**config.mk**
```make
export PLATFORM = sky130hd
export DESIGN_NAME = ctrl_regs
export DESIGN_NICKNAME = d
export VERILOG_FILES = /design/src/verilog/ctrl_pkg.sv /design/src/verilog/ctrl_regs.sv
export VERILOG_INCLUDE_DIRS = /design/src /design/src/verilog
export SDC_FILE = /design/constraint.sdc
export NUM_CORES = 1
export LEC_CHECK = 0
export ABC_AREA = 1
export ABC_CLOCK_PERIOD_IN_PS = 2660
export BUFFER_PORTS_ARGS = -buffer_cell sky130_fd_sc_hd__buf_2
export CAP_MARGIN = 25
export CORE_ASPECT_RATIO = 1.2
export CORE_MARGIN = 4
export CORE_UTILIZATION = 53
export DETAILED_ROUTE_END_ITERATION = 12
export GPL_ROUTABILITY_DRIVEN = 0
export PLACE_DENSITY_LB_ADDON = 0.1
export SLEW_MARGIN = 20
export SYNTH_ARGS = -nofsm -noshare
export SYNTH_HDL_FRONTEND = slang
export SYNTH_SLANG_ARGS = --single-unit
```
**constraint.sdc**
```tcl
create_clock -name axis_aclk -period 2.66 [get_ports axis_aclk]
set_input_delay 0.798 -clock axis_aclk [delete_from_list [all_inputs] [get_ports axis_aclk]]
set_output_delay 0.798 -clock axis_aclk [all_outputs]
set_load 0.02 [all_outputs]
```
**src/verilog/arp_dma_config.svh**
```systemverilog
// ====================
// Widths, FIFO depths and protocol constants
// of the ARP/DMA stream steering block
// ====================
`ifndef ARP_DMA_CONFIG_SVH
`define ARP_DMA_CONFIG_SVH

// Stream and register widths
`define DATA_WIDTH      128
`define USER_WIDTH      32
`define REG_WIDTH       32

// FIFO depth exponents
`define IN_DEPTH_BITS   2
`define DMA_DEPTH_BITS  6

// Packet classification
`define DMA_IDENT       8'hFF
`define ARP_TYPE        16'h0608
`define TYPE_LSB        96
`define SRC_PORT_LSB    16

// Metadata beat marker
`define META_MAGIC      32'hA5A5A5A5

`endif

```
**src/verilog/ctrl_pkg.sv**
```systemverilog
// ====================
// Control types
// Register map, command and steering states
// ====================
`include "arp_dma_config.svh"

package ctrl_pkg;

   typedef logic [`REG_WIDTH-1:0] reg_word_t;

   typedef enum logic [1:0] {
      REG_SIZE    = 2'd0,
      REG_PKT_IN  = 2'd1,
      REG_PKT_OUT = 2'd2
   } reg_addr_e;

   // Host request held on reg_cmd during the handshake
   typedef struct packed {
      logic      write;
      reg_addr_e addr;
      reg_word_t wdata;
   } reg_cmd_t;

   typedef enum logic [2:0] {
      IDLE, ARP_META, ARP_PAYLOAD, DMA_STORE, PASS, DISCARD
   } steer_state_e;

endpackage

```
**src/verilog/ctrl_regs.sv**
```systemverilog
// ====================
// Four-phase register port
// Size register, packet in/out counters
// ====================
`timescale 1ns/1ps

module ctrl_regs (
   input  logic                axis_aclk,
   input  logic                axis_resetn,
   input  logic                reg_req,
   input  ctrl_pkg::reg_cmd_t  reg_cmd,
   output logic                reg_ack,
   output ctrl_pkg::reg_word_t reg_rdata,
   output ctrl_pkg::reg_word_t size_bytes,
   input  logic                in_valid,
   input  logic                in_ready,
   input  logic                in_last,
   input  logic                out_valid,
   input  logic                out_ready,
   input  logic                out_last
);

   ctrl_pkg::reg_word_t pkt_in;
   ctrl_pkg::reg_word_t pkt_out;
   ctrl_pkg::reg_word_t read_value;
   logic                access;
   logic                wr_size;
   logic                wr_pkt_in;
   logic                wr_pkt_out;
   logic                in_done;
   logic                out_done;

   // One access per request while ack is still low
   assign access     = reg_req && !reg_ack;
   assign wr_size    = access && reg_cmd.write && reg_cmd.addr == ctrl_pkg::REG_SIZE;
   assign wr_pkt_in  = access && reg_cmd.write && reg_cmd.addr == ctrl_pkg::REG_PKT_IN;
   assign wr_pkt_out = access && reg_cmd.write && reg_cmd.addr == ctrl_pkg::REG_PKT_OUT;

   assign in_done  = in_valid && in_ready && in_last;
   assign out_done = out_valid && out_ready && out_last;

   always_comb begin
      case (reg_cmd.addr)
         ctrl_pkg::REG_SIZE:    read_value = size_bytes;
         ctrl_pkg::REG_PKT_IN:  read_value = pkt_in;
         ctrl_pkg::REG_PKT_OUT: read_value = pkt_out;
         default:               read_value = '0;
      endcase
   end

   always_ff @(posedge axis_aclk) begin
      if (!axis_resetn) begin
         reg_ack    <= 1'b0;
         size_bytes <= '0;
         pkt_in     <= '0;
         pkt_out    <= '0;
      end else begin
         if (access) begin
            reg_ack <= 1'b1;
         end else if (!reg_req) begin
            reg_ack <= 1'b0;
         end
         if (wr_size) begin
            size_bytes <= reg_cmd.wdata;
         end
         // Counters wrap and a write clears them
         if (wr_pkt_in) begin
            pkt_in <= '0;
         end else if (in_done) begin
            pkt_in <= pkt_in + 1'b1;
         end
         if (wr_pkt_out) begin
            pkt_out <= '0;
         end else if (out_done) begin
            pkt_out <= pkt_out + 1'b1;
         end
      end
   end

   // Value from before the access
   always_ff @(posedge axis_aclk) begin
      if (access) begin
         reg_rdata <= read_value;
      end
   end

   // A new request waits until the previous ack has dropped
   a_req_after_ack : assert property (@(posedge axis_aclk) disable iff (!axis_resetn)
      $rose(reg_req) |-> !reg_ack);

endmodule

```
==> summary.txt <==
STA
  • Clock Skews: 0.006872 ns
  • Slew @ Worst Pin: 0.5107 ns
  • Slew Limit Fails: 0
  • Min Tclk post-route: 1.838 ns
  • Slew HR: 0.6591
  • Final Hold Fails: 0
  • Setup ws final: 0.8221 ns
  • Max Freq: 0.5441 GHz
  • Final setup viols: 0
  • Setup TNS: 0 ns
  • RSZ-0062 raised after global routing: no
  • Final worst path period share: 0.6910

Worst setup path
  • Critical path class: flop to output pin
  • CP top delay family: flip-flops
  • Worst setup EP type: output pin
  • R2R setup slack: 1.01 ns
  • CP Cell Sequence: buf_2
  • CP max-delay cell: edfxtp_1
  • CP peak stage delay: 0.44 ns
  • Critical Path AT: 1.04 ns
  • Crit-path max FO: 1
  • WP buf/inv: 1
  • Setup crit start kind: flop
  • WP data required: 1.86 ns

Clock network
  • Clk root buf: clkbuf_16
  • Clock Tree Buf Depth: 2
  • Worst skew pair latency: 0.42 ns
  • CTS sink count: 129
  • Cts hold-fix bufs: 0
  • Postcts setup bufs: 0
  • Worst-path clk slew: 0.05 ns
  • CTS H-tree lvls: 4
  • CTS tree: done
  • CTS buffer count: 17
  • CTS resizes: 0

Power
  • Switching fraction of total power: 0.2230
  • Peak supply drop: 351.7 uV
  • Reg power frac: 0.447
  • Static Leak: 0.002881 uW
  • Pwr dens: 624.7 nW/um2
  • Net switching power figure: 1034 uW
  • PnR Total Power: 4635 uW
  • Combinational share of power: 0.058
  • Int Power: 3601 uW
  • Clock power share: 0.495

Cells and area
  • Commonest cells after routing, fill and taps aside: nand2_1, nor2_1, buf_2
  • Layout area overhead: 21.37%
  • Share of cells above drive strength 1: 0.2030
  • Final instance area: 7418 um2
  • Antenna diodes: 0
  • NumNets Final: 979
  • Most common cell after layout, fill and taps aside: nand2_1
  • Util after Layout: 0.6659

Yosys
  • Largest area contributor in the netlist: dfxtp_1
  • Mapped Cells: 818
  • Post-synthesis area per instance: 7.472 um2
  • Dominant cells by area after synthesis: dfxtp_1, edfxtp_1, nand2_1, nor2_1, inv_1
  • Cell Area, Synth: 6112 um2
  • Synth top area share: 0.3177
  • Syn nets: 864
  • Syn. warnings: 0
  • Synth unique cells: 31
  • #FFs+latches synth: 129
  • Register area share after synthesis: 0.4749

Placed design
  • Dpl cell area: 6822 um2
  • Dpl hpwl: 12790 um
  • Setup WS pre-CTS: 0.5328 ns
  • I/O Buffers: 108

GRT
  • Vias in the first global route: 5769
  • Congestion Overflow GR: 0
  • Initial antenna violation count: 0
  • First-pass GRT wire length: 27880 um
  • GRT Util Overall: 0.2624
  • Largest net degree at the start of global routing: 34

Floorplanning
  • Die Wd: 106.0 um
  • Die area: 13320 um2
  • Die H: 125.6 um
  • Std cell rows: 42
  • Core area: 11140 um2
  • Io pins: 109
  • Initial Util: 0.5486

Route
  • First-pass detailed-route iteration total: 6
  • Routed vias: 5883
  • Drt wl/cell: 15.30 um
  • DR iter-0 viols: 495
  • Final WL: 16830 um
  • ANT nets after route: 0
  • Vias per cell: 5.348
  • DRC: 0

Worst hold path
  • HP Class: flop to flop

Flow run
  • Max-cap violations: 0

Run status
  • Status: completed
[Yosys cell counts]
cell      instances
a21oi_1          43
and2_1            1
buf_1             3
buf_2             7
buf_4             1
clkbuf_1         10
dfxtp_1          97
edfxtp_1         32
ha_1              2
inv_1            86
inv_2             8
nand2_1         184
nand2_2           3
nand3_1          60
nand3_2           5
nand3_4           1
nand3b_1          2
nand4_1          14
nor2_1          138
nor2_2           15
nor2_4           10
nor2b_1           1
nor3_1            9
nor3b_2           1
o211ai_1          8
o21ai_0          46
o21ai_1           5
o21ai_2           1
o21ai_4           1
o221ai_1         20
xor2_1            4
[through the flow]
stage,hold WS (ns),instances
2_1_floorplan,0.4389,818
3_3_place_gp,0.4465,1068
3_5_place_dp,0.4750,1068
4_1_cts,0.4830,1100
5_1_grt,0.5072,1100
6_report,0.4763,1100
[sequential cells by signal, summed over array words and instances, names as in the netlist]
name and cells:
reg_rdata 32, pkt_in 32, pkt_out 32, reg_ack 1, size_bytes 32
[layout make-up]
type                            instances  area [um2]
Fill cell                             999        3722
Sequential cell                       129        2903
Multi-Input combinational cell        574        2765
Timing Repair Buffer                  117       608.1
Clock buffer                           24       524.3
Inverter                               94       352.8
Tap cell                              154       192.7
Clock inverter                          8       72.57
[power groups by stage]
| stage | registers, uW | clock network (uW) | logic [uW] |
|---|---|---|---|
| 3_5_place_dp | 2110 | 0 | 267 |
| 6_report | 2070 | 2300 | 267 |
| 3_3_place_gp | 2110 | 0 | 262 |
| 5_1_grt | 2070 | 2420 | 294 |
| 2_1_floorplan | 2160 | 0 | 109 |
| 4_1_cts | 2070 | 2320 | 268 |
[cell families after synthesis]
| group | count (synthesis) | share of synthesized area |
|---|---|---|
| simple gates | 444 | 0.3230 |
| fa+ha+maj | 2 | 0.004094 |
| compound gates | 124 | 0.1196 |
| xor+xnor | 4 | 0.005731 |
| flops | 129 | 0.4749 |
| buf+inv | 115 | 0.07267 |
[layer usage]
metal | GRT usage | vias to the layer above | share of wire
met5 | 0 | - | 0
met4 | 0.07546 | 0 | 0.020
met3 | 0.06602 | 27 | 0.067
met2 | 0.4302 | 231 | 0.46
met1 | 0.3454 | 2693 | 0.45
li1 | - | 2932 | -
[final timing paths]
path	start	to	cells after the start
min reg2reg	pkt_in[31]	pkt_in[31]	2
min	pkt_in[31]	pkt_in[31]	2
max reg2reg	pkt_in[1]	pkt_in[14]	7
max	reg_rdata[27]	reg_rdata[27]	1
Note: power is estimated with default switching activity, not from simulation.
