File: config.mk
export PLATFORM = sky130hd
export DESIGN_NAME = packet_steer
export DESIGN_NICKNAME = d
export VERILOG_FILES = /design/src/verilog/stream_pkg.sv /design/src/verilog/ctrl_pkg.sv /design/src/verilog/packet_steer.sv
export VERILOG_INCLUDE_DIRS = /design/src /design/src/verilog
export SDC_FILE = /design/constraint.sdc
export NUM_CORES = 1
export LEC_CHECK = 0
export BUFFER_PORTS_ARGS = -buffer_cell sky130_fd_sc_hd__clkbuf_2
export CAP_MARGIN = 25
export CORE_AREA = 2 2 290 292
export DETAILED_ROUTE_END_ITERATION = 10
export DIE_AREA = 0 0 292 294
export GPL_ROUTABILITY_DRIVEN = 0
export MAX_ROUTING_LAYER = met4
export SYNTH_ARGS = -nofsm -noshare
export SYNTH_HDL_FRONTEND = slang
export SYNTH_SLANG_ARGS = --single-unit
File: constraint.sdc
create_clock -name axis_aclk -period 3.35 [get_ports axis_aclk]
set_input_delay 1.005 -clock axis_aclk [delete_from_list [all_inputs] [get_ports axis_aclk]]
set_output_delay 1.005 -clock axis_aclk [all_outputs]
set_load 0.01 [all_outputs]
File: src/verilog/arp_dma_config.svh
// ====================
// Widths, FIFO depths and protocol constants
// of the ARP/DMA stream steering block
// ====================
`ifndef ARP_DMA_CONFIG_SVH
`define ARP_DMA_CONFIG_SVH

// Stream and register widths
`define DATA_WIDTH      128
`define USER_WIDTH      32
`define REG_WIDTH       32

// FIFO depth exponents
`define IN_DEPTH_BITS   2
`define DMA_DEPTH_BITS  6

// Packet classification
`define DMA_IDENT       8'hFF
`define ARP_TYPE        16'h0608
`define TYPE_LSB        96
`define SRC_PORT_LSB    16

// Metadata beat marker
`define META_MAGIC      32'hA5A5A5A5

`endif

File: src/verilog/stream_pkg.sv
// ====================
// Packet stream types
// Field vectors and the beat struct
// ====================
`include "arp_dma_config.svh"

package stream_pkg;

   // Beat payload and sideband
   typedef logic [`DATA_WIDTH-1:0]   data_t;
   typedef logic [`DATA_WIDTH/8-1:0] keep_t;
   typedef logic [`USER_WIDTH-1:0]   user_t;

   // Header fields used for steering
   typedef logic [7:0]  port_t;
   typedef logic [15:0] ether_type_t;

   // One stream beat as stored in the FIFOs
   typedef struct packed {
      logic  last;
      user_t user;
      keep_t keep;
      data_t data;
   } beat_t;

endpackage

File: src/verilog/ctrl_pkg.sv
// ====================
// Control types
// Register map, command and steering states
// ====================
`include "arp_dma_config.svh"

package ctrl_pkg;

   typedef logic [`REG_WIDTH-1:0] reg_word_t;

   typedef enum logic [1:0] {
      REG_SIZE    = 2'd0,
      REG_PKT_IN  = 2'd1,
      REG_PKT_OUT = 2'd2
   } reg_addr_e;

   // Host request held on reg_cmd during the handshake
   typedef struct packed {
      logic      write;
      reg_addr_e addr;
      reg_word_t wdata;
   } reg_cmd_t;

   typedef enum logic [2:0] {
      IDLE, ARP_META, ARP_PAYLOAD, DMA_STORE, PASS, DISCARD
   } steer_state_e;

endpackage

File: src/verilog/packet_steer.sv
// ====================
// Packet steering FSM
// Classification, metadata beat and output mux
// ====================
`timescale 1ns/1ps
`include "arp_dma_config.svh"

module packet_steer (
   input  logic                axis_aclk,
   input  logic                axis_resetn,
   input  stream_pkg::beat_t   in_beat,
   input  logic                in_empty,
   output logic                in_rd,
   output stream_pkg::beat_t   dma_beat,
   output logic                dma_wr,
   input  stream_pkg::beat_t   dma_head,
   input  logic                dma_empty,
   output logic                dma_rd,
   output stream_pkg::beat_t   out_beat,
   output logic                out_valid,
   input  logic                out_ready,
   input  ctrl_pkg::reg_word_t size_bytes
);

   ctrl_pkg::steer_state_e state;
   ctrl_pkg::steer_state_e next_state;

   stream_pkg::port_t       src_port;
   stream_pkg::ether_type_t ether_type;
   stream_pkg::user_t       arp_user;
   stream_pkg::beat_t       meta_beat;
   logic                    arp_tail;
   logic                    arp_capture;

   assign src_port   = in_beat.user[`SRC_PORT_LSB +: $bits(stream_pkg::port_t)];
   assign ether_type = in_beat.data[`TYPE_LSB +: $bits(stream_pkg::ether_type_t)];

   // Payload packets go to the buffer unchanged
   assign dma_beat = in_beat;

   // Metadata beat: magic low, size above, sideband of the ARP head
   always_comb begin
      meta_beat             = '0;
      meta_beat.data[31:0]  = `META_MAGIC;
      meta_beat.data[63:32] = size_bytes;
      meta_beat.keep        = '1;
      meta_beat.user        = arp_user;
      meta_beat.last        = dma_empty;
   end

   always_comb begin
      next_state  = state;
      in_rd       = 1'b0;
      dma_wr      = 1'b0;
      dma_rd      = 1'b0;
      out_valid   = 1'b0;
      out_beat    = in_beat;
      arp_capture = 1'b0;

      case (state)
         ctrl_pkg::IDLE: begin
            if (!in_empty) begin
               if (src_port == `DMA_IDENT) begin
                  next_state = ctrl_pkg::DMA_STORE;
               end else begin
                  out_valid = 1'b1;
                  if (out_ready) begin
                     in_rd = 1'b1;
                     if (ether_type == `ARP_TYPE) begin
                        arp_capture = 1'b1;
                        next_state  = ctrl_pkg::ARP_META;
                     end else if (!in_beat.last) begin
                        next_state = ctrl_pkg::PASS;
                     end
                  end
               end
            end
         end
         ctrl_pkg::ARP_META: begin
            out_valid = 1'b1;
            out_beat  = meta_beat;
            if (out_ready) begin
               if (!dma_empty) begin
                  next_state = ctrl_pkg::ARP_PAYLOAD;
               end else if (arp_tail) begin
                  next_state = ctrl_pkg::DISCARD;
               end else begin
                  next_state = ctrl_pkg::IDLE;
               end
            end
         end
         ctrl_pkg::ARP_PAYLOAD: begin
            out_valid = !dma_empty;
            out_beat  = dma_head;
            if (!dma_empty && out_ready) begin
               dma_rd = 1'b1;
               if (dma_head.last) begin
                  next_state = arp_tail ? ctrl_pkg::DISCARD : ctrl_pkg::IDLE;
               end
            end
         end
         ctrl_pkg::DMA_STORE: begin
            if (!in_empty) begin
               in_rd  = 1'b1;
               dma_wr = 1'b1;
               if (in_beat.last) begin
                  next_state = ctrl_pkg::IDLE;
               end
            end
         end
         ctrl_pkg::PASS: begin
            out_valid = !in_empty;
            if (!in_empty && out_ready) begin
               in_rd = 1'b1;
               if (in_beat.last) begin
                  next_state = ctrl_pkg::IDLE;
               end
            end
         end
         ctrl_pkg::DISCARD: begin
            // Rest of the ARP packet is dropped
            if (!in_empty) begin
               in_rd = 1'b1;
               if (in_beat.last) begin
                  next_state = ctrl_pkg::IDLE;
               end
            end
         end
         default: begin
            next_state = ctrl_pkg::IDLE;
         end
      endcase
   end

   always_ff @(posedge axis_aclk) begin
      if (!axis_resetn) begin
         state    <= ctrl_pkg::IDLE;
         arp_tail <= 1'b0;
      end else begin
         state <= next_state;
         if (arp_capture) begin
            arp_tail <= !in_beat.last;
         end
      end
   end

   always_ff @(posedge axis_aclk) begin
      if (arp_capture) begin
         arp_user <= in_beat.user;
      end
   end

   // Offered beat holds until the sink takes it
   a_out_stable : assert property (@(posedge axis_aclk) disable iff (!axis_resetn)
      out_valid && !out_ready |=> out_valid && $stable(out_beat));

endmodule

==> results.cfg <==
[power_and_ir_drop]
powerDensity_mw_per_mm2 = 211
irDropWorstVdd_v = 0.000201
p_leak_nw = 5.33

[sta]
tightest_slew_ns = 0.866
fmax_mhz = 310
period_needed_ns = 3.23
finalCritPeriodShare_pct = 96.4
finClkSkew_ns = 0.0113
setup_viol = 0
grt_setup_unrepaired = no
relSlewSlack_pct = 42.1
drv_slew = 0
hold_viol_final = 0

[worst_setup_path]
r2r-start = state[0]
rrSetupSlack_ns = 1.39
critical_path.max_fanout = 80
ff2ff_path_depth = 6
crit_start = state[0]
cp-end-kind = output port
crit_type = flop to output port
cp.arrival_ns = 2.22
cp.required_ns = 2.34
reg2reg_to = arp_user[2]
startpoint_type = flop

[synthesis]
yosysSeqAreaShare_pct = 15.0
synth_cell_types = 44
synth.top_cell.area_share_pct = 20.1
synth_flop_cell = edfxtp_1
synthArstFlopShare_pct = 0
synth.avg_cell_area_um2 = 6.67
yosysTopAreaCell = buf_4
ys_warn_count = 0
ys_ff_latch = 36
synth_nets = 1430
synthTopCellsByArea = buf_4, nor2_1, a21oi_1
synth_edf_count = 32
synthCells = 1039
netlist_area_mm2 = 0.00693

[layout]
syn_to_final_growth_pct = 57.2
final_nets = 1954
final_cell_mix = clkbuf_2, nor2_1, a21oi_1
fin_cells = 2655
final_core_util_pct = 13.1
layout_commonest_cell = clkbuf_2
drive_gt1_share_pct = 52.7

[global_route]
grt_max_degree = 95
overflow = 0
grt_pass1_vias = 8288
grt_pass1_wl_um = 57200
grt_use_total_pct = 9.26
antenna_found_initial = 7

[floorplanning]
fp.dieH_um = 294
io_pins = 749
rows = 106
die_w_um = 292
start_util_pct = 8.36
die_area_mm2 = 0.0858
core-area_mm2 = 0.0829

[route]
wl_um = 42400
ant_nets = 0
vias = 9806
dr.pass1.iters = 5
drtIter0Drc = 595
avgRoutedWirePerCell_um = 16.0
drc = 0
via_per_inst = 3.69

[clock_network]
ctsHoldBuffers = 0
clk_path_buf_depth = 2
cts_buffers = 5
htree_levels = 2
clk_pin_slew_ns = 0.08
root_buffer = clkbuf_16
tritoncts = done
clk_latency_ns = 0.32
cts_sinks = 36

[placement]
io_buffers = 748
placed_cells = 2636
dpl.hpwl_um = 35200

[status]
status = finished clean

[worst_hold_path]
min_to = state[0]
min_path_type = flop to flop
holdPathStages = 2
hp-start = state[0]

[flow_run]
cap_violations = 0
## layer usage
layer | GRT usage [%] | vias to the layer above | wire, µm
met2 | 12.4 | 614 | 16900
met5 | - | - | 0
li1 | - | 4662 | -
met3 | 4.07 | 50 | 5110
met4 | 3.19 | 0 | 1300
met1 | 12.1 | 4480 | 19100
## power breakdown
group | internal, W | switching, W
Combinational | 0.000541 | 0.000719
Clock | 0.000280 | 0.000273
Sequential | 0.000487 | 0.00000194
## through the flow
stage / instance area [µm²] / setup WS, ns / hold WS (ns) / power, W / setup TNS [ns]
2_1_floorplan: 6930 / 0.0382 / 0.545 / 0.00118 / 0
3_3_place_gp: 10700 / -0.148 / 0.519 / 0.00174 / -0.170
3_5_place_dp: 10700 / -0.125 / 0.511 / 0.00175 / -0.125
4_1_cts: 10900 / 0.00000466 / 0.532 / 0.00235 / 0
5_1_grt: 10900 / 0.0674 / 0.562 / 0.00246 / 0
6_report: 10900 / 0.121 / 0.530 / 0.00230 / 0
## synth_stat cells (2+ instances only)
master / count
nor2_1: 262
a21oi_1: 196
buf_4: 186
a22o_1: 80
o22a_1: 65
o22ai_1: 65
buf_2: 41
clkbuf_1: 41
edfxtp_1: 32
nand2_1: 8
buf_1: 5
dfxtp_1: 4
nor2b_1: 4
o21ai_0: 4
buf_6: 3
inv_1: 3
mux2i_1: 3
nand2b_1: 3
o211ai_1: 3
a211oi_2: 2
a21bo_2: 2
nand4_1: 2
nor3_2: 2
nor4_2: 2
o21ai_1: 2
## cell type report
| type | instances | area, µm² |
|---|---|---|
| Antenna cell | 11 | 27.5 |
| Clock buffer | 5 | 125 |
| Clock inverter | 3 | 21.3 |
| Fill cell | 9600 | 72000 |
| Inverter | 4 | 16.3 |
| Multi-Input combinational cell | 723 | 4110 |
| Sequential cell | 36 | 1050 |
| Tap cell | 1080 | 1350 |
| Timing Repair Buffer | 793 | 4190 |
## critical path, stage by stage (launching register included)
cell,delay [ns]
dfxtp_4,0.38
buf_4,0.21
nor2b_1,0.18
o21ai_4,0.17
buf_12,0.27
a22o_1,0.37
clkbuf_2,0.19
## what timing repair did
| item | in CTS | in global routing |
|---|---|---|
| hold endpoints to repair | 0 | 0 |
| setup buffers | 1 | 0 |
| endpoints found under the setup margin | 1 | 1 |
| pin swaps | 1 | 3 |
| resized for setup | 2 | 2 |
## cells by family (layout without fill, tap and decap cells)
family          after synthesis  after routing  share of synthesized area, %
compound gates              426            426                          40.7
simple gates                294            294                          17.5
buf+inv                     280            805                          26.3
flops                        36             36                          15.0
mux                           3              3                         0.433
other cells                   0             11                             0
## worst max path at each step
stage / end / slack (ns) / cells past startpoint
floorplan: arp_user[0] / 0.04 / 4
CTS: in_rd / 0.000005 / 8
finish: out_beat[104] / 0.12 / 6
global route: in_rd / 0.07 / 6
global placement: in_rd / -0.15 / 8
detailed placement: in_rd / -0.12 / 8
## registers in the layout, indices dropped and copies added, names as in the netlist
signal and cells:
arp_user 32, state 3, arp_tail 1
Power figures use the tool's default switching activity.
