$ cat src/verilog/arp_dma_config.svh
// ====================
// Widths, FIFO depths and protocol constants
// of the ARP/DMA stream steering block
// ====================
`ifndef ARP_DMA_CONFIG_SVH
`define ARP_DMA_CONFIG_SVH

// Stream and register widths
`define DATA_WIDTH      128
`define USER_WIDTH      32
`define REG_WIDTH       32

// FIFO depth exponents
`define IN_DEPTH_BITS   2
`define DMA_DEPTH_BITS  6

// Packet classification
`define DMA_IDENT       8'hFF
`define ARP_TYPE        16'h0608
`define TYPE_LSB        96
`define SRC_PORT_LSB    16

// Metadata beat marker
`define META_MAGIC      32'hA5A5A5A5

`endif

$ cat src/verilog/stream_pkg.sv
// ====================
// Packet stream types
// Field vectors and the beat struct
// ====================
`include "arp_dma_config.svh"

package stream_pkg;

   // Beat payload and sideband
   typedef logic [`DATA_WIDTH-1:0]   data_t;
   typedef logic [`DATA_WIDTH/8-1:0] keep_t;
   typedef logic [`USER_WIDTH-1:0]   user_t;

   // Header fields used for steering
   typedef logic [7:0]  port_t;
   typedef logic [15:0] ether_type_t;

   // One stream beat as stored in the FIFOs
   typedef struct packed {
      logic  last;
      user_t user;
      keep_t keep;
      data_t data;
   } beat_t;

endpackage

$ cat src/verilog/stream_fifo.sv
// ====================
// Fall-through FIFO of stream beats
// with nearly-full flag and write ready
// ====================
`timescale 1ns/1ps

module stream_fifo #(
   parameter int DEPTH_BITS = 2
) (
   input  logic              axis_aclk,
   input  logic              axis_resetn,
   input  stream_pkg::beat_t wr_beat,
   input  logic              wr_en,
   output logic              wr_ready,
   input  logic              rd_en,
   output stream_pkg::beat_t rd_beat,
   output logic              empty,
   output logic              nearly_full
);

   localparam int DEPTH = 1 << DEPTH_BITS;

   stream_pkg::beat_t mem [DEPTH];

   logic [DEPTH_BITS-1:0] wr_ptr;
   logic [DEPTH_BITS-1:0] rd_ptr;
   logic [DEPTH_BITS:0]   count;
   logic                  do_wr;
   logic                  do_rd;

   // Write only while at least two entries are free
   assign nearly_full = count >= (DEPTH_BITS + 1)'(DEPTH - 1);
   assign wr_ready    = !nearly_full;
   assign empty       = count == '0;

   assign do_wr = wr_en && wr_ready;
   assign do_rd = rd_en && !empty;

   // Head beat shows as soon as it is stored
   assign rd_beat = mem[rd_ptr];

   always_ff @(posedge axis_aclk) begin
      if (do_wr) begin
         mem[wr_ptr] <= wr_beat;
      end
   end

   always_ff @(posedge axis_aclk) begin
      if (!axis_resetn) begin
         wr_ptr <= '0;
         rd_ptr <= '0;
         count  <= '0;
      end else begin
         if (do_wr) begin
            wr_ptr <= wr_ptr + 1'b1;
         end
         if (do_rd) begin
            rd_ptr <= rd_ptr + 1'b1;
         end
         if (do_wr && !do_rd) begin
            count <= count + 1'b1;
         end else if (do_rd && !do_wr) begin
            count <= count - 1'b1;
         end
      end
   end

   // A refused write must wait with the same beat
   a_no_overflow : assert property (@(posedge axis_aclk) disable iff (!axis_resetn)
      wr_en && !wr_ready |=> wr_en && $stable(wr_beat));

   // Consumer pops only a beat it was shown
   a_no_underflow : assert property (@(posedge axis_aclk) disable iff (!axis_resetn)
      rd_en |-> !empty);

endmodule

$ cat config.mk
export PLATFORM = sky130hd
export DESIGN_NAME = stream_fifo
export DESIGN_NICKNAME = d
export VERILOG_FILES = /design/src/verilog/stream_pkg.sv /design/src/verilog/stream_fifo.sv
export VERILOG_INCLUDE_DIRS = /design/src /design/src/verilog
export SDC_FILE = /design/constraint.sdc
export NUM_CORES = 1
export LEC_CHECK = 0
export ABC_AREA = 1
export ABC_CLOCK_PERIOD_IN_PS = 10960
export BUFFER_PORTS_ARGS = -buffer_cell sky130_fd_sc_hd__buf_2
export CORE_MARGIN = 2
export CORE_UTILIZATION = 50
export CTS_CLUSTER_SIZE = 10
export DETAILED_ROUTE_END_ITERATION = 8
export GPL_ROUTABILITY_DRIVEN = 1
export PLACE_DENSITY = 0.71
export SYNTH_ARGS = -nofsm -noshare
export SYNTH_HDL_FRONTEND = slang
export SYNTH_SLANG_ARGS = --single-unit
$ cat constraint.sdc
create_clock -name axis_aclk -period 10.96 [get_ports axis_aclk]
set_input_delay 0 -clock axis_aclk [delete_from_list [all_inputs] [get_ports axis_aclk]]
set_output_delay 0 -clock axis_aclk [all_outputs]
set_load 0.05 [all_outputs]
==> metrics.yaml, run 1 <==
final_common_cell: "edfxtp_1"
hpwl_um: 33200
cts_root_buffer: "clkbuf_16"
syn_to_final_growth_pct: 23.7
fin_setup_tns_ns: 0
ys_ff_latch: 717
tightest_slew_ns: 1.10
grt_pass1_wl_um: 92400
netlist_instances: 1781
drc: 0
cpMostUsedCell: "buf_4"
gp_congestion: 0.771
clk_latency_ns: 0.61
final_nets: 2496
antenna_found_initial: 2
crit_fanout: 102
final_cell_mix: "708 x edfxtp_1, 360 x buf_2, 359 x nor2_1"
skew_ns: 0.0194
cts.clk_slew.worst_paths_ns: 0.05
firstDrtPassIters: 5
grt.total_usage: 0.221
slowest_stage: "buf_4"
outcome: "completed"
h-tree-depth: 3
critPathCaptureType: "output port"
via_per_inst: 5.65
synth_area_per_cell_um2: 14.9
cts_resized: 0
routedWlPerCell_um: 20.6
cts_made_buffers: 82
drv_slew: 0
critPathKind: "reg -> out"
synth_fp_nets: 1968
place_area_um2: 28800
period_share: 0.370
place_ws_ns: 7.51
portBuffers: 360
clockBufferDepth: 3
p_per_area_nw_per_um2: 264
drt_iter0_markers: 1222
total_power_mw: 8.68
ir_drop_uv: 189
io_pins: 361
drt_wl_total_um: 62200
path_cells: "buf_4 -> buf_4 -> o21ai_0 -> o22ai_1 -> buf_2"
r2r_slack_ns: 7.76
start_util: 0.505
num_vias: 17000
die_x_um: 234
synth_top_area_cell: "edfxtp_1"
power.leakage_nw: 11.5
hold_viol_final: 0
antenna_left: 0
grt_max_degree: 150
max_slew_margin: 0.264
design_area_um2: 32800
yosysUniqueCellTypes: 19
period_needed_ns: 4.05
maxCapViolCount: 0
fmaxAchievable_mhz: 247
synthTopCellsByArea: "edfxtp_1 80%, o21ai_0 6.7%, nor2_1 5.1%"
start_kind: "register"
die_h_um: 234
drive_above_1_share: 0.206
synth_top_area_share: 0.801
cpPeakStageDelay_ns: 0.88
grt_overflow: 0
worstHoldPathType: "in -> reg"
core_um2: 52600
n_fill_cell: 3749
die-area_um2: 54900
cts_sinks: 717
setup_violations: 0
syn_area_um2: 26500
rsz0062_at_grt: "false"
tritoncts: "yes"
row_count: 84
required_ns: 10.96
yosysSeqAreaShare: 0.808
grt_pass1_vias: 17000
postCtsSetupRepairBufs: 0
fin_ws_ns: 6.91
ys_warn_count: 0
crit_arrival_ns: 4.05
==> flip-flops by register name, indices dropped and copies added (netlist names), named ones only <==
name / count
wr_ptr: 2
rd_ptr: 2
mem: 708
count: 3
==> area by class of cell <==
class | count | area (um2) | share of cell area
clock inverters | 5 | 32.5 | 0.000991
clock buffers | 94 | 2170 | 0.0661
multi-input cells | 929 | 4480 | 0.136
diodes | 2 | 5.00 | 0.000152
inverters | 19 | 81.3 | 0.00248
well taps | 688 | 861 | 0.0262
repair buffers | 560 | 3750 | 0.114
flip-flops and latches | 717 | 21400 | 0.653
==> through the flow <==
| step | cells | hold WS, ns | util |
|---|---|---|---|
| floorplan | 1781 | 0.0989 | - |
| global placement | 2734 | 0.210 | 0.549 |
| global route | 3013 | 0.129 | 0.625 |
| CTS | 3012 | 0.0776 | 0.625 |
| detailed placement | 2734 | 0.214 | 0.549 |
| finish | 3014 | 0.119 | 0.625 |
==> cells by family after synthesis <==
group                    synth area share
AO/OA/AOI/OAI                       0.110
AND/OR/NAND/NOR                    0.0545
buffers and inverters              0.0247
adder cells (fa/ha/maj)           0.00311
flip-flops                          0.808
==> metal layers <==
layer  track usage  part of all wire
met1         0.274              0.39
met2         0.377              0.51
met3        0.0508             0.074
met4        0.0902             0.029
met5             0           0.00026
==> critical path, delay by kind of cell (launching register included) <==
family | cells | cell delay, ns
compound gates | 2 | 0.53
buf+inv | 3 | 1.96
flops | 1 | 0.81
==> final timing paths <==
path / startpoint / endpoint / cells past startpoint
max: register / rd_beat[22] / 5
min: wr_en / wr_ptr[0] / 4
max reg2reg: count[0] / mem[2][108] / 5
min reg2reg: rd_ptr[1] / register / 2
==> synthesized netlist by cell type <==
cell	instances
edfxtp_1	708
nor2_1	363
o21ai_0	353
o22ai_1	177
clkbuf_1	79
buf_2	18
inv_1	17
nand2_1	17
buf_6	15
dfxtp_1	9
a21oi_1	6
ha_1	5
nand3_1	4
o21ai_1	3
buf_4	2
clkbuf_2	2
fa_1	1
inv_2	1
inv_4	1
==> report_power, final <==
part	switching [mW]	total, mW	internal (mW)
clock	0.946	2.32	1.38
sequential	0.0994	3.46	3.36
combinational	2.31	2.89	0.584
total	3.36	8.68	5.32
==> timing repair <==
item                                   CTS  global route
hold buffers                           179             0
endpoints found under the hold margin  717             0
setup endpoints to repair                0             0
Note: power is estimated with default switching activity, not from simulation.
==> run 2: changes to the inputs <==
Settings changed: ABC_AREA 1 to 0, ABC_CLOCK_PERIOD_IN_PS 10960 to 4200.
Clock period 10.96 ns to 4.2 ns, I/O delays scaled along.
==> metrics.yaml, run 2 <==
outcome: "completed"  # unchanged
start_util: 0.506  # was 0.505
top_register: "mem"  # unchanged
post-place-cells: 2005  # was 2,734
power.leakage_nw: 11.1  # was 11.5 nW
hpwl_um: 31300  # was 33,200 um
syn_area_um2: 26000  # was 26,500 um2
fmaxAchievable_mhz: 357
crit_arrival_ns: 2.80  # was 4.05 ns
synth_fa_ha_area_frac: 0.00318  # was 0.00311
tightest_slew_ns: 0.869  # was 1.10 ns
place_area_um2: 28800  # about the same
die_h_um: 232  # was 234 um
biggestRegsByFlops: "mem: 708 flops, count: 3 flops"  # unchanged
worstHoldPathType: "in -> reg"  # unchanged
antenna_left: 0  # unchanged
slowest_stage: "dfxtp_4"  # was buf_4
setup_violations: 0  # unchanged
routedWlPerCell_um: 23.6  # was 20.6 um
grt.total_usage: 0.204  # was 0.221
synthTopCellsByCount: "708 x edfxtp_1, 177 x mux4_2, 19 x buf_2, 16 x buf_6, 9 x dfxtp_1"  # was 708 x edfxtp_1, 363 x nor2_1, 353 x o21ai_0, 177 x o22ai_1, 79 x clkbuf_1
synth-compound-area-share: 0.00178  # was 0.110
antenna_found_initial: 3  # was 2
grt_pass1_wl_um: 81000  # was 92,400 um
synth.area.mux_share: 0.154  # was 0
synthArstFlopShare: 0  # unchanged
period_share: 0.667
ys_warn_count: 0  # unchanged
ys.flop_type: "edfxtp_1"  # unchanged
ir_drop_uv: 535  # was 189 uV
cts_hold_buf: 181  # was 179
synth_top_area_share: 0.817  # was 0.801
core_um2: 51400  # was 52,600 um2
final_common_cell: "edfxtp_1"  # unchanged
grt_max_degree: 65  # was 150
cts_resized: 0  # unchanged
h-tree-depth: 3  # unchanged
crit_fanout: 40  # was 102
drc: 0  # unchanged
via_per_inst: 5.53  # was 5.65
clockBufferDepth: 3  # unchanged
ys_ff_latch: 717  # unchanged
largest_reg_flops: 708  # unchanged
row_count: 83  # was 84
n_fill_cell: 3334  # was 3,749
clk_latency_ns: 0.61  # about the same
cts.clk_slew.worst_paths_ns: 0.06  # was 0.05 ns
wl_met3_um: 4230  # was 4630 um
wl_met2_um: 27400  # was 31,700 um
required_ns: 4.20  # was 10.96 ns
drv_slew: 0  # unchanged
critPathCaptureType: "output port"  # unchanged
skew_ns: 0.0132  # was 0.0194 ns
drt_wl_total_um: 54000  # was 62,200 um
total_power_mw: 22.0  # was 8.68 mW
cpPeakStageDelay_ns: 0.90  # was 0.88 ns
die_x_um: 232  # was 234 um
portBuffers: 360  # unchanged
hold_slack_ns: 0.145  # was 0.119 ns
fin_setup_tns_ns: 0  # unchanged
final_nets: 1777  # was 2,496
hold_viol_final: 0  # unchanged
wl_met1_um: 21000  # was 24,000 um
gp_congestion: 0.767  # was 0.771
p_per_area_nw_per_um2: 670  # was 264 nW/um2
path_cells: "buf_4 -> mux4_2 -> buf_2"  # was buf_4 -> buf_4 -> o21ai_0 -> o22ai_1 -> buf_2
final_cell_mix: "708 x edfxtp_1, 360 x buf_2, 181 x dlygate4sd3_1"  # was 708 x edfxtp_1, 360 x buf_2, 359 x nor2_1
max_slew_margin: 0.421  # was 0.264
drt_iter0_markers: 1060  # was 1,222
syn_to_final_growth_pct: 26.2  # was 23.7%
synth-simple-area-share: 0.00337  # was 0.0545
num_vias: 12700  # was 17,000
period_needed_ns: 2.80
synth_top_area_cell: "edfxtp_1"  # unchanged
yosysUniqueCellTypes: 24  # was 19
synth_area_per_cell_um2: 26.8  # was 14.9 um2
synth_edf_count: 708  # unchanged
yosysSeqAreaShare: 0.824  # was 0.808
yosysMostFrequentCell: "edfxtp_1"  # unchanged
netlist_instances: 972  # was 1,781
die-area_um2: 53900  # was 54,900 um2
yosys.area_share.xor_xnor: 0.00135  # was 0
grt_overflow: 0  # unchanged
synth_top_family_by_area: "multiplexers"  # was compound AO/OA/AOI/OAI gates
postCtsSetupRepairBufs: 0  # unchanged
cts_made_buffers: 82  # unchanged
rsz0062_at_grt: "false"  # unchanged
instances_no_fill: 2291  # was 3,014
synthTopCellsByArea: "edfxtp_1 82%, mux4_2 15%, dfxtp_1 0.69%"  # was edfxtp_1 80%, o21ai_0 6.7%, nor2_1 5.1%
grt_pass1_vias: 13600  # was 17,000
critPathKind: "reg -> out"  # unchanged
maxCapViolCount: 0  # unchanged
cts_sinks: 717  # unchanged
tritoncts: "yes"  # unchanged
firstDrtPassIters: 5  # unchanged
synth_fp_nets: 1159  # was 1,968
start_kind: "register"  # unchanged
cts_root_buffer: "clkbuf_16"  # unchanged
design_area_um2: 32800  # unchanged
top_layer_used: "met4"  # was met5
drive_above_1_share: 0.413  # was 0.206
io_pins: 361  # unchanged
==> run 2: per-stage QoR <==
stage / utilization / setup WS, ns
floorplan: - / 0.0390
finish: 0.639 / 1.40
CTS: 0.638 / 1.25
global placement: 0.561 / 1.74
detailed placement: 0.561 / 1.63
global route: 0.639 / 1.18
==> run 2: worst max-delay path: cells and delay by family, from the launching register on <==
kind,cells,cell delay [ns]
flops,1,0.90
mux,1,0.56
buf+inv,2,0.67
==> run 2: worst paths after layout <==
kind | to | from | slack, ns | depth (start not counted)
setup / recovery | rd_beat[51] | register | 1.40 | 3
hold / removal | mem[2][9] | wr_beat[9] | 0.15 | 2
setup reg to reg | mem[2][154] | count[1] | 1.63 | 3
hold reg to reg | wr_ptr[1] | wr_ptr[1] | 0.52 | 2
==> run 2: cell type report <==
type / count / area (um2) / area share
Multi-Input combinational cell: 211 / 4280 / 0.130
Antenna cell: 4 / 10.0 / 0.000305
Inverter: 4 / 15.0 / 0.000457
Clock inverter: 6 / 42.5 / 0.00130
Tap cell: 680 / 851 / 0.0259
Sequential cell: 717 / 21400 / 0.653
Timing Repair Buffer: 574 / 4060 / 0.124
Clock buffer: 95 / 2120 / 0.0646
==> run 2: logic make-up after synthesis <==
kind of cell,after synthesis
adder cells (fa/ha/maj),6
buffers and inverters,44
XOR/XNOR,4
AND/OR/NAND/NOR,15
flip-flops,717
multiplexers,179
AO/OA/AOI/OAI,7
==> run 2: where the power goes <==
| part | total [mW] | internal, mW | switching [mW] | leakage [nW] |
|---|---|---|---|---|
| registers | 9.03 | 8.72 | 0.303 | 6.55 |
| logic | 6.97 | 2.17 | 4.80 | 3.47 |
| clock network | 6.00 | 3.51 | 2.49 | 1.06 |
| total | 22.0 | 14.4 | 7.59 | 11.1 |
==> run 2: metal layers <==
metal,vias up,track usage
met5,-,0
met4,0,0.0753
met1,6678,0.267
li1,5445,-
met2,461,0.332
met3,94,0.0530
